File: config.mk
export PLATFORM = sky130hd
export DESIGN_NAME = filter_top
export DESIGN_NICKNAME = d
export VERILOG_FILES = /design/src/common/filter_pkg.sv /design/src/verilog/filter_top.sv /design/src/data_filter/lane_merge.sv /design/src/data_filter/match_lane.sv /design/src/data_filter/lane_split.sv /design/src/verilog/seq_queue.sv /design/src/verilog/query_req.sv
export SDC_FILE = /design/constraint.sdc
export NUM_CORES = 1
export LEC_CHECK = 0
export BUFFER_PORTS_ARGS = -buffer_cell sky130_fd_sc_hd__clkbuf_2
export CORE_UTILIZATION = 48
export CTS_CLUSTER_SIZE = 24
export DETAILED_ROUTE_END_ITERATION = 6
export GPL_TIMING_DRIVEN = 0
export PLACE_DENSITY = 0.79
export SLEW_MARGIN = 10
export SYNTH_ARGS = -nofsm -noshare
export SYNTH_HDL_FRONTEND = slang
export SYNTH_SLANG_ARGS = --single-unit
export TNS_END_PERCENT = 5
File: constraint.sdc
create_clock -name aclk -period 12.2 [get_ports aclk]
set_clock_uncertainty 0.2 [all_clocks]
set_input_delay 1.22 -clock aclk [delete_from_list [all_inputs] [get_ports aclk]]
set_output_delay 1.22 -clock aclk [all_outputs]
set_load 0.05 [all_outputs]
File: src/common/filter_pkg.sv
package filter_pkg;

    // query parameters as carried through the sequence queue
    localparam int addr_bits   = 48;
    localparam int len_bits    = 16;
    localparam int qp_bits     = 24;
    localparam int params_bits = addr_bits + len_bits + qp_bits;

    // record path
    localparam int rec_bits   = 64;
    localparam int n_lanes    = 4;
    localparam int lane_bits  = $clog2(n_lanes);
    // a two-byte pattern can start at bytes 0..6 of an 8-byte record
    localparam int scan_steps = rec_bits / 8 - 1;
    localparam int step_bits  = $clog2(scan_steps + 1);

    // in-order queue between request and data side
    localparam int seq_depth    = 4;
    localparam int seq_ptr_bits = $clog2(seq_depth);

    // opcode in bits 63:62 of a config word
    typedef enum logic [1:0] {
        op_pattern = 2'd1,
        op_limit   = 2'd2
    } cnfg_op_e;

    // one config word, decoded by its opcode
    typedef union packed {
        struct packed {
            cnfg_op_e    op;
            logic [43:0] rsvd;
            logic [7:0]  pat0;
            logic [7:0]  pat1;
            // bit 0 cares about pat0, bit 1 about pat1
            logic [1:0]  care;
        } pat;
        struct packed {
            cnfg_op_e            op;
            logic [45:0]         rsvd;
            // 0 means no limit
            logic [len_bits-1:0] limit;
        } lim;
    } cnfg_word_u;

endpackage
File: src/verilog/filter_top.sv
`timescale 1ns/10ps

module filter_top import filter_pkg::*; (
    input  logic                 aclk,
    input  logic                 rst_n,
    input  logic                 query_valid,
    output logic                 query_ready,
    input  logic [addr_bits-1:0] query_vaddr,
    input  logic [len_bits-1:0]  query_len,
    input  logic [qp_bits-1:0]   query_qp,
    input  logic                 cnfg_valid,
    input  cnfg_word_u           cnfg_word,
    output logic                 rd_valid,
    input  logic                 rd_ready,
    output logic [addr_bits-1:0] rd_vaddr,
    output logic [len_bits-1:0]  rd_len,
    input  logic                 card_valid,
    output logic                 card_ready,
    input  logic [rec_bits-1:0]  card_data,
    input  logic                 card_last,
    output logic                 res_valid,
    input  logic                 res_ready,
    output logic [rec_bits-1:0]  res_data,
    output logic                 cpl_valid,
    input  logic                 cpl_ready,
    output logic [qp_bits-1:0]   cpl_qp,
    output logic [len_bits-1:0]  cpl_count
);

    // request side to queue
    logic                   push_valid;
    logic                   push_ready;
    logic [params_bits-1:0] push_params;
    // queue to completion logic
    logic                   pop_valid;
    logic                   pop_ready;
    logic [params_bits-1:0] pop_params;
    // current filter settings
    logic [7:0]             pat0;
    logic [7:0]             pat1;
    logic [1:0]             care;
    logic [len_bits-1:0]    limit;
    // split to lanes, record bus shared
    logic [n_lanes-1:0]     in_valid;
    logic [n_lanes-1:0]     in_ready;
    logic [rec_bits-1:0]    in_rec;
    logic                   in_last;
    // lanes to merge
    logic [n_lanes-1:0]                done_valid;
    logic [n_lanes-1:0]                done_ready;
    logic [n_lanes-1:0]                done_hit;
    logic [n_lanes-1:0][rec_bits-1:0]  done_rec;
    logic [n_lanes-1:0]                done_last;

    query_req i_query_req (
        .aclk, .rst_n,
        .query_valid, .query_ready, .query_vaddr, .query_len, .query_qp,
        .cnfg_valid, .cnfg_word,
        .rd_valid, .rd_ready, .rd_vaddr, .rd_len,
        .push_valid, .push_ready, .push_params,
        .pat0, .pat1, .care, .limit
    );

    seq_queue i_seq_queue (
        .aclk, .rst_n,
        .push_valid, .push_ready, .push_params,
        .pop_valid, .pop_ready, .pop_params
    );

    lane_split i_lane_split (
        .aclk, .rst_n,
        .card_valid, .card_ready, .card_data, .card_last,
        .in_valid, .in_ready, .in_rec, .in_last
    );

    for (genvar k = 0; k < n_lanes; k++) begin : g_lane
        match_lane i_match_lane (
            .aclk, .rst_n,
            .in_valid   (in_valid[k]),
            .in_ready   (in_ready[k]),
            .in_rec, .in_last,
            .pat0, .pat1, .care,
            .done_valid (done_valid[k]),
            .done_ready (done_ready[k]),
            .done_hit   (done_hit[k]),
            .done_rec   (done_rec[k]),
            .done_last  (done_last[k])
        );
    end

    lane_merge i_lane_merge (
        .aclk, .rst_n,
        .done_valid, .done_ready, .done_hit, .done_rec, .done_last,
        .limit,
        .pop_valid, .pop_ready, .pop_params,
        .res_valid, .res_ready, .res_data,
        .cpl_valid, .cpl_ready, .cpl_qp, .cpl_count
    );

endmodule

File: src/data_filter/lane_merge.sv
`timescale 1ns/10ps

module lane_merge import filter_pkg::*; (
    input  logic                              aclk,
    input  logic                              rst_n,
    input  logic [n_lanes-1:0]                done_valid,
    output logic [n_lanes-1:0]                done_ready,
    input  logic [n_lanes-1:0]                done_hit,
    input  logic [n_lanes-1:0][rec_bits-1:0]  done_rec,
    input  logic [n_lanes-1:0]                done_last,
    input  logic [len_bits-1:0]               limit,
    input  logic                              pop_valid,
    output logic                              pop_ready,
    input  logic [params_bits-1:0]            pop_params,
    output logic                              res_valid,
    input  logic                              res_ready,
    output logic [rec_bits-1:0]               res_data,
    output logic                              cpl_valid,
    input  logic                              cpl_ready,
    output logic [qp_bits-1:0]                cpl_qp,
    output logic [len_bits-1:0]               cpl_count
);

    logic [lane_bits-1:0] ptr;
    logic [len_bits-1:0]  count;
    // last record taken, completion not yet out
    logic                 cpl_pend;
    logic                 take;
    logic                 fwd;
    logic                 cpl_fire;

    // result slot must be free before a lane is drained
    assign take = done_valid[ptr] && !cpl_pend && (!res_valid || res_ready);
    // hits past a nonzero limit are dropped
    assign fwd  = done_hit[ptr] && (limit == '0 || count < limit);
    // completion waits until every result is accepted
    assign pop_ready = cpl_pend && !res_valid && !cpl_valid;
    assign cpl_fire  = pop_ready && pop_valid;

    always_comb begin
        done_ready      = '0;
        done_ready[ptr] = take;
    end

    always_ff @(posedge aclk) begin
        if (take && fwd) res_data <= done_rec[ptr];
        if (cpl_fire) begin
            // qp sits in the low bits of the entry
            cpl_qp    <= pop_params[qp_bits-1:0];
            cpl_count <= count;
        end
    end

    always_ff @(posedge aclk or negedge rst_n) begin
        if (!rst_n) begin
            ptr       <= '0;
            count     <= '0;
            cpl_pend  <= 1'b0;
            res_valid <= 1'b0;
            cpl_valid <= 1'b0;
        end else begin
            if (res_ready) res_valid <= 1'b0;
            if (cpl_ready) cpl_valid <= 1'b0;
            if (take) begin
                ptr <= ptr + 1'b1;
                if (fwd) begin
                    res_valid <= 1'b1;
                    count     <= count + 1'b1;
                end
                if (done_last[ptr]) cpl_pend <= 1'b1;
            end
            if (cpl_fire) begin
                cpl_valid <= 1'b1;
                cpl_pend  <= 1'b0;
                // next query counts from zero
                count     <= '0;
            end
        end
    end

    assert property (@(posedge aclk) disable iff (!rst_n)
        cpl_valid && limit != '0 |-> cpl_count <= limit);

endmodule

File: src/data_filter/match_lane.sv
`timescale 1ns/10ps

module match_lane import filter_pkg::*; (
    input  logic                aclk,
    input  logic                rst_n,
    input  logic                in_valid,
    output logic                in_ready,
    input  logic [rec_bits-1:0] in_rec,
    input  logic                in_last,
    input  logic [7:0]          pat0,
    input  logic [7:0]          pat1,
    input  logic [1:0]          care,
    output logic                done_valid,
    input  logic                done_ready,
    output logic                done_hit,
    output logic [rec_bits-1:0] done_rec,
    output logic                done_last
);

    logic                 busy;
    logic [step_bits-1:0] step;
    logic [7:0]           pat0_q;
    logic [7:0]           pat1_q;
    logic [1:0]           care_q;
    logic [7:0]           byte_a;
    logic [7:0]           byte_b;
    logic                 step_hit;

    // free only when neither scanning nor holding a result
    assign in_ready = !busy && !done_valid;

    // bytes step and step+1 of the held record
    assign byte_a   = done_rec[8*step +: 8];
    assign byte_b   = done_rec[8*(step+1) +: 8];
    // masked-off byte always matches
    assign step_hit = (!care_q[0] || byte_a == pat0_q) && (!care_q[1] || byte_b == pat1_q);

    // record and a snapshot of the pattern
    always_ff @(posedge aclk) begin
        if (in_valid && in_ready) begin
            done_rec  <= in_rec;
            done_last <= in_last;
            pat0_q    <= pat0;
            pat1_q    <= pat1;
            care_q    <= care;
        end
    end

    always_ff @(posedge aclk or negedge rst_n) begin
        if (!rst_n) begin
            busy       <= 1'b0;
            step       <= '0;
            done_hit   <= 1'b0;
            done_valid <= 1'b0;
        end else if (in_valid && in_ready) begin
            busy     <= 1'b1;
            step     <= '0;
            done_hit <= 1'b0;
        end else if (busy) begin
            // one start position per cycle
            done_hit <= done_hit | step_hit;
            step     <= step + 1'b1;
            if (step == step_bits'(scan_steps - 1)) begin
                busy       <= 1'b0;
                done_valid <= 1'b1;
            end
        end else if (done_ready) begin
            done_valid <= 1'b0;
        end
    end

    assert property (@(posedge aclk) disable iff (!rst_n)
        busy |-> step < step_bits'(scan_steps));

endmodule

File: src/data_filter/lane_split.sv
`timescale 1ns/10ps

module lane_split import filter_pkg::*; (
    input  logic                aclk,
    input  logic                rst_n,
    input  logic                card_valid,
    output logic                card_ready,
    input  logic [rec_bits-1:0] card_data,
    input  logic                card_last,
    output logic [n_lanes-1:0]  in_valid,
    input  logic [n_lanes-1:0]  in_ready,
    output logic [rec_bits-1:0] in_rec,
    output logic                in_last
);

    logic [lane_bits-1:0] ptr;

    // wait for the pointed lane, never skip one
    assign card_ready = in_ready[ptr];
    // record bus is shared, only the pointed lane sees valid
    assign in_rec  = card_data;
    assign in_last = card_last;

    always_comb begin
        in_valid      = '0;
        in_valid[ptr] = card_valid;
    end

    // advance on every accepted record
    always_ff @(posedge aclk or negedge rst_n) begin
        if (!rst_n) begin
            ptr <= '0;
        end else if (card_valid && card_ready) begin
            ptr <= ptr + 1'b1;
        end
    end

    // a record waiting on a busy lane is held unchanged at the card side
    assert property (@(posedge aclk) disable iff (!rst_n)
        card_valid && !card_ready |=> card_valid && $stable(card_data) && $stable(card_last));

endmodule

File: src/verilog/seq_queue.sv
`timescale 1ns/10ps

module seq_queue import filter_pkg::*; (
    input  logic                   aclk,
    input  logic                   rst_n,
    input  logic                   push_valid,
    output logic                   push_ready,
    input  logic [params_bits-1:0] push_params,
    output logic                   pop_valid,
    input  logic                   pop_ready,
    output logic [params_bits-1:0] pop_params
);

    logic [params_bits-1:0]  mem [seq_depth];
    logic [seq_ptr_bits-1:0] wr_ptr;
    logic [seq_ptr_bits-1:0] rd_ptr;
    // one extra bit to tell full from empty
    logic [seq_ptr_bits:0]   count;
    logic                    push_fire;
    logic                    pop_fire;

    assign push_ready = count != (seq_ptr_bits + 1)'(seq_depth);
    assign pop_valid  = count != '0;
    assign pop_params = mem[rd_ptr];
    assign push_fire  = push_valid && push_ready;
    assign pop_fire   = pop_valid && pop_ready;

    always_ff @(posedge aclk) begin
        if (push_fire) mem[wr_ptr] <= push_params;
    end

    always_ff @(posedge aclk or negedge rst_n) begin
        if (!rst_n) begin
            wr_ptr <= '0;
            rd_ptr <= '0;
            count  <= '0;
        end else begin
            if (push_fire) wr_ptr <= wr_ptr + 1'b1;
            if (pop_fire) rd_ptr <= rd_ptr + 1'b1;
            count <= count + push_fire - pop_fire;
        end
    end

    // a full queue holds off the request side until it drains
    assert property (@(posedge aclk) disable iff (!rst_n)
        push_valid && !push_ready |=> push_valid && $stable(push_params));
    // params are pushed long before the query's last record drains
    assert property (@(posedge aclk) disable iff (!rst_n) pop_ready |-> pop_valid);

endmodule

File: src/verilog/query_req.sv
`timescale 1ns/10ps

module query_req import filter_pkg::*; (
    input  logic                   aclk,
    input  logic                   rst_n,
    input  logic                   query_valid,
    output logic                   query_ready,
    input  logic [addr_bits-1:0]   query_vaddr,
    input  logic [len_bits-1:0]    query_len,
    input  logic [qp_bits-1:0]     query_qp,
    input  logic                   cnfg_valid,
    input  cnfg_word_u             cnfg_word,
    output logic                   rd_valid,
    input  logic                   rd_ready,
    output logic [addr_bits-1:0]   rd_vaddr,
    output logic [len_bits-1:0]    rd_len,
    output logic                   push_valid,
    input  logic                   push_ready,
    output logic [params_bits-1:0] push_params,
    output logic [7:0]             pat0,
    output logic [7:0]             pat1,
    output logic [1:0]             care,
    output logic [len_bits-1:0]    limit
);

    logic [qp_bits-1:0] qp_q;
    logic               query_fire;

    assign query_fire = query_valid && query_ready;
    // queue entry packs address, length and qp
    assign push_params = {rd_vaddr, rd_len, qp_q};

    // query payload, stable while either handshake is open
    always_ff @(posedge aclk) begin
        if (query_fire) begin
            rd_vaddr <= query_vaddr;
            rd_len   <= query_len;
            qp_q     <= query_qp;
        end
    end

    always_ff @(posedge aclk or negedge rst_n) begin
        if (!rst_n) begin
            rd_valid    <= 1'b0;
            push_valid  <= 1'b0;
            query_ready <= 1'b0;
        end else if (query_fire) begin
            // request and push both open next cycle
            rd_valid    <= 1'b1;
            push_valid  <= 1'b1;
            query_ready <= 1'b0;
        end else begin
            if (rd_ready) rd_valid <= 1'b0;
            if (push_ready) push_valid <= 1'b0;
            // reopen once both sides are done
            query_ready <= (!rd_valid || rd_ready) && (!push_valid || push_ready);
        end
    end

    // config decode, takes effect for the next record into a lane
    always_ff @(posedge aclk or negedge rst_n) begin
        if (!rst_n) begin
            pat0  <= '0;
            pat1  <= '0;
            care  <= '0;
            limit <= '0;
        end else if (cnfg_valid) begin
            case (cnfg_word.pat.op)
                op_pattern: begin
                    pat0 <= cnfg_word.pat.pat0;
                    pat1 <= cnfg_word.pat.pat1;
                    care <= cnfg_word.pat.care;
                end
                op_limit: limit <= cnfg_word.lim.limit;
                default: ;
            endcase
        end
    end

    // zero length would leave the completion waiting on a last record
    assert property (@(posedge aclk) disable iff (!rst_n) rd_valid |-> rd_len != '0);

endmodule

* Yosys cells after proc, flatten, opt, wreduce, memory -nomap -nowiden *
Memories as Yosys holds them, arrays and structs flattened. A register that Yosys moved wholly into a read port is not among the register bits.
Cells that the tools add are included.

operators by class
  magnitude comparators = 5
  eq/ne operators = 19
  $mul = 0
  shift operators = 8
  bitwise operators = 10
  div/mod/pow operators = 0
  reduce and logical (&&, ||, !) cells = 82
  add/subtract/negate cells = 15
  multiplexer cells = 72

operators by type and width
  cell                                                             count
  64-bit by 33-bit indexed part select with 8-bit output           4
  64-bit by 7-bit indexed part select with 8-bit output            4
  64-bit binary-select mux with 2-bit select                       1
  8-bit == test                                                    8
  64-bit two-way mux                                               1
  1-bit two-way mux                                                53
  16-bit two-way mux                                               3
  2-bit nonzero test                                               14
  1-bit logical AND                                                25
  3-bit two-way mux                                                8
  1-bit logical NOT                                                21
  16-bit by 1-bit adder with 16-bit output, second input constant  1
  3-bit by 1-bit adder with 4-bit output, second input constant    4
  16-bit logical NOT                                               1
  16-bit less-than comparator                                      1
  3-bit by 1-bit adder with 3-bit output, second input constant    4
  3-bit == test, second input constant                             4
  1-bit logical OR                                                 12
  3-bit AND reduction                                              4
  2-bit by 1-bit adder with 2-bit output, second input constant    4
  4-bit AND                                                        2
  1-bit binary-select mux with 2-bit select                        4
  2-bit != test, second input constant                             4
  2-bit AND reduction                                              4
  other kinds (11)                                                 20

storage, ports and cells
  register bits after elaboration = 591
  memory bits (writable) = 352
  memories kept = 1
  memory bits (read-only) = 0
  output and inout port bits = 173
  input port bits = 225
  bits in latches = 0
  word-level logic and storage cells = 269

memories
  name             words  width  read ports  clocked after Yosys merged registers in  wr ports  line             RTL
  i_seq_queue.mem  4      88     1           1                                        1         seq_queue.sv:14  logic [params_bits-1:0] mem [seq_depth];

* Longest topological paths before layout *
  word-level depth = 8
  depth in mapped cells = 11
  gate-level depth less buffers = 10

* By module *
Synthesis repeated with hierarchy kept, for this count alone.

second synthesis, totals
  cell total of the unflattened synthesis = 2,104
  area total of the unflattened synthesis = 40,598.9 µm²

by module, submodules not included
  module      cells each  seq. area each (µm²)  area each (µm²)  times used
  match_lane  227         2,642.5               3,936.3          4
  seq_queue   501         10,745.3              13,261.5         1
  lane_merge  369         3,648.5               6,264.8          1
  query_req   234         3,568.4               4,605.7          1
  lane_split  92          50.0                  721.9            1

* Worst setup path after synthesis *
OpenSTA, ideal clock, no wires.

  kind = input to register
  from = input port res_ready
  to = register i_lane_merge.count[1]
  data required time = 11.805 ns
  buffers on the path = 0
  arrival time = 4.104 ns
  library setup time = 0.195 ns
  stages = 6
  path slack = 7.701 ns
  path through = nor2b_1 -> nor3b_4 -> nand2_4 -> a21oi_2 -> mux2i_1 -> nor2_1

between the ends
  cells in the longest elaborated chain, start to end = 4

ends and longest elaborated chain
  element                        line              RTL
  from (decl)                    filter_top.sv:22  input logic res_ready,
  1-bit logical OR               lane_merge.sv:33  assign take = done_valid[ptr] && !cpl_pend && (!res_valid || res_ready);
  1-bit logical AND              lane_merge.sv:33
  2-bit nonzero test (no line)   n/a
  2-bit AND reduction (no line)  n/a
  to (signal assigned)           lane_merge.sv:68  count <= count + 1'b1;
  to (decl)                      lane_merge.sv:25  logic [len_bits-1:0] count;

No other way between the ends.
A chain may end at the register's enable or synchronous reset.

* Worst setup path in the final report *
  from = register i_lane_merge.ptr[1]
  to = register i_lane_merge.res_data[27], data pin

between the ends
  cells in the longest elaborated chain, start to end = 2

ends and longest elaborated chain
  element                                     line              RTL
  from (decl)                                 lane_merge.sv:24  logic [lane_bits-1:0] ptr;
  from (signal assigned)                      lane_merge.sv:65  ptr <= ptr + 1'b1;
  64-bit binary-select mux with 2-bit select  lane_merge.sv:46  if (take && fwd) res_data <= done_rec[ptr];
  64-bit two-way mux (not written as such)    lane_merge.sv:46
  to (signal assigned)                        lane_merge.sv:46
  to (decl)                                   lane_merge.sv:17  output logic [rec_bits-1:0] res_data,

No other way between the ends. The select of a mux whose other input is x is not followed.

==> impl_metrics.tcl <==
set metrics [dict create \
    worstSkewPairLatency_ns 0.64 \
    cp_cell_sequence "clkbuf_1 > clkbuf_1 > mux4_2" \
    post-cts-setup-buffers 0 \
    ant_nets 0 \
    hpwl_um 56000 \
    nFillCells 4577 \
    final_common_cell "edfxtp_1" \
    synth-edff-count 620 \
    leakage_nw 13.2 \
    io_pins 398 \
    path_class "flip-flop to flip-flop" \
    slew_headroom_pct 2.17 \
    max_stage_delay_ns 1.14 \
    drv_slew 0 \
    synth_cell_type_count 48 \
    syn_area_sq_um 29900 \
    synth_top_area_cell "edfxtp_1" \
    drt_iter0_drc 1806 \
    cts_resized 0 \
    dpl_worst_slack_ns 8.72 \
    cts_max_level 3 \
    synthTopCellsByArea "edfxtp_1, mux4_2, dfrtp_1" \
    grt_use_met3_pct 7.05 \
    grt_pass1_vias 17955 \
    outcome "finished, final reports clean" \
    cp_max_fo 11 \
    fin_area_sq_um 35400 \
    power_density_nw_per_um2 265 \
    setup_viol 0 \
    setup_tns_ns 0 \
    yosysSeqAreaShare_pct 69.8 \
    worst_slew_pin_slew_ns 1.47 \
    core_sq_um 61700 \
    io_buffers 353 \
    hold_viol_final 0 \
    yosysWarningCount 0 \
    vdd_ir_drop_max_uv 215 \
    fin_hold_ws_ns 0.289 \
    drt-total-wl_um 82400 \
    grt_max_degree 76 \
    setup_ws_ns 8.73 \
    fin_nets 2291 \
    synth-seq-cells 711 \
    worstHoldPathType "flip-flop to flip-flop" \
    cts_tree "done" \
    dieArea_sq_um 63400 \
    post-route-util_pct 57.4 \
    antenna_found_initial 7 \
    grt_usage_pct 26.2 \
    grt_util_met2_pct 44.3 \
    synth_cells 1588 \
    synth_nets 1852 \
    synth_top_area_share_pct 62.2 \
    gr-max-usage-layer "met2" \
    grt_use_met1_pct 31.7 \
    die_w_um 252 \
    end_kind "flip-flop" \
    synthFlopType "edfxtp_1" \
    drt_pass1_iterations 7 \
    grt_pass1_wl_um 119000 \
    fmax_ghz 0.288 \
    post-route-period-util_pct 28.5 \
    path_clk_slew_ns 0.07 \
    required_ns 12.34 \
    ff_latch_area_sq_um 20900 \
    drc_errors 0 \
    multi_input_area_sq_um 8100 \
    cts_made_buffers 74 \
    num_rows 91 \
    root_buffer "clkbuf_16" \
    avgSynthCellArea_sq_um 18.9 \
    wire_per_inst_um 28.2 \
    via_per_inst 5.91 \
    fin_crit_ns 3.47 \
    dpl_cell_area_sq_um 33000 \
    final_cell_mix "edfxtp_1, clkbuf_2, mux2i_1" \
    cts.sinks 711 \
    critical_path.most_common_cell "clkbuf_1" \
    fp.dieH_um 252 \
    maxCapViolations 0 \
    cts_hold_buf 0 \
    crit_path_start_kind "flip-flop" \
    gp_congestion 0.950 \
    slowest_stage "clkbuf_1" \
    arrival_ns 3.62 \
    area_growth_pct 18.3 \
    via_count 17256 \
    rsz0062_at_grt "no" \
    async_flop_share_pct 12.8 \
    overflow 0 \
    drive_gt1_share_pct 37.9 \
    cts_buffer_depth 3 \
    start_util_pct 48.5 \
]
worst max-delay path, delay by kind of cell (launching register included):
kind / cells / cell delay, ns
flops: 1 / 0.51
buf+inv: 2 / 1.99
mux: 1 / 0.48
cells in the mapped netlist (16+ instances only):
library cell  instances
a21oi_1              16
buf_2                35
buf_4                69
clkbuf_1             19
dfrtp_1              91
edfxtp_1            620
ha_1                 38
inv_1                47
mux2_2               35
mux2i_1             176
mux4_2              152
nand2_1              36
nand2b_1             33
nor2_1               18
xnor2_1              43
xor2_1               36
final timing paths:
path	start	endpoint	slack (ns)	depth (start not counted)
max	i_lane_merge.ptr[1]	i_lane_merge.res_data[27]	8.73	3
min	g_lane[1].i_match_lane.done_hit	g_lane[1].i_match_lane.done_hit	0.29	1
min in group asynchronous	rst_n	i_query_req.rd_valid	0.40	1
max reg2reg	i_lane_merge.ptr[1]	i_lane_merge.res_data[27]	8.73	3
max in group asynchronous	rst_n	g_lane[1].i_match_lane.step[1]	10.72	2
min reg2reg	g_lane[1].i_match_lane.done_hit	g_lane[1].i_match_lane.done_hit	0.29	1
where the power goes:
| group | switching, mW | internal [mW] | total, mW |
|---|---|---|---|
| clock network | 0.974 | 1.28 | 2.26 |
| logic | 2.36 | 1.24 | 3.60 |
| registers | 0.248 | 3.28 | 3.53 |
| total | 3.58 | 5.81 | 9.38 |
per-stage QoR:
| stage | std cells | power, mW |
|---|---|---|
| global route | 2921 | 9.65 |
| detailed placement | 2788 | 7.12 |
| floorplan | 1588 | 5.92 |
| CTS | 2920 | 9.37 |
| finish | 2922 | 9.38 |
| global placement | 2778 | 7.03 |
sequential cells by signal, indices dropped and copies added, names as in the netlist, 24 cells and up:
signal,count
g_lane.i_match_lane.pat0_q,32
i_query_req.rd_vaddr,48
g_lane.i_match_lane.pat1_q,32
i_lane_merge.res_data,64
i_seq_queue.mem,96
g_lane.i_match_lane.done_rec,256
i_query_req.qp_q,24
i_lane_merge.cpl_qp,24
kinds of logic after synthesis:
kind of cell    Yosys count  share of synthesized area [%]
simple gates            149                           2.69
buf+inv                 176                           3.22
flops                   711                           69.8
mux                     363                           18.6
fa+ha+maj                39                           1.65
compound gates           71                           1.71
xor+xnor                 79                           2.31
final cells by class:
type / instances / share of cell area, %
well taps: 837 / 2.96
inverters: 49 / 0.554
flip-flops and latches: 711 / 59.0
clock inverters: 41 / 1.26
multi-input cells: 701 / 22.8
plain buffers: 127 / 2.22
clock buffers: 91 / 5.52
diodes: 2 / 0.0141
repair buffers: 363 / 5.66
per-layer routing:
metal	routed length [um]	part of all wire [%]	vias up
met2	41400	50	1112
li1	-	-	7106
met1	29000	35	8827
met5	37	0.045	-
met3	8700	11	205
met4	3260	4.0	6
Note: power is estimated with default switching activity, not from simulation.
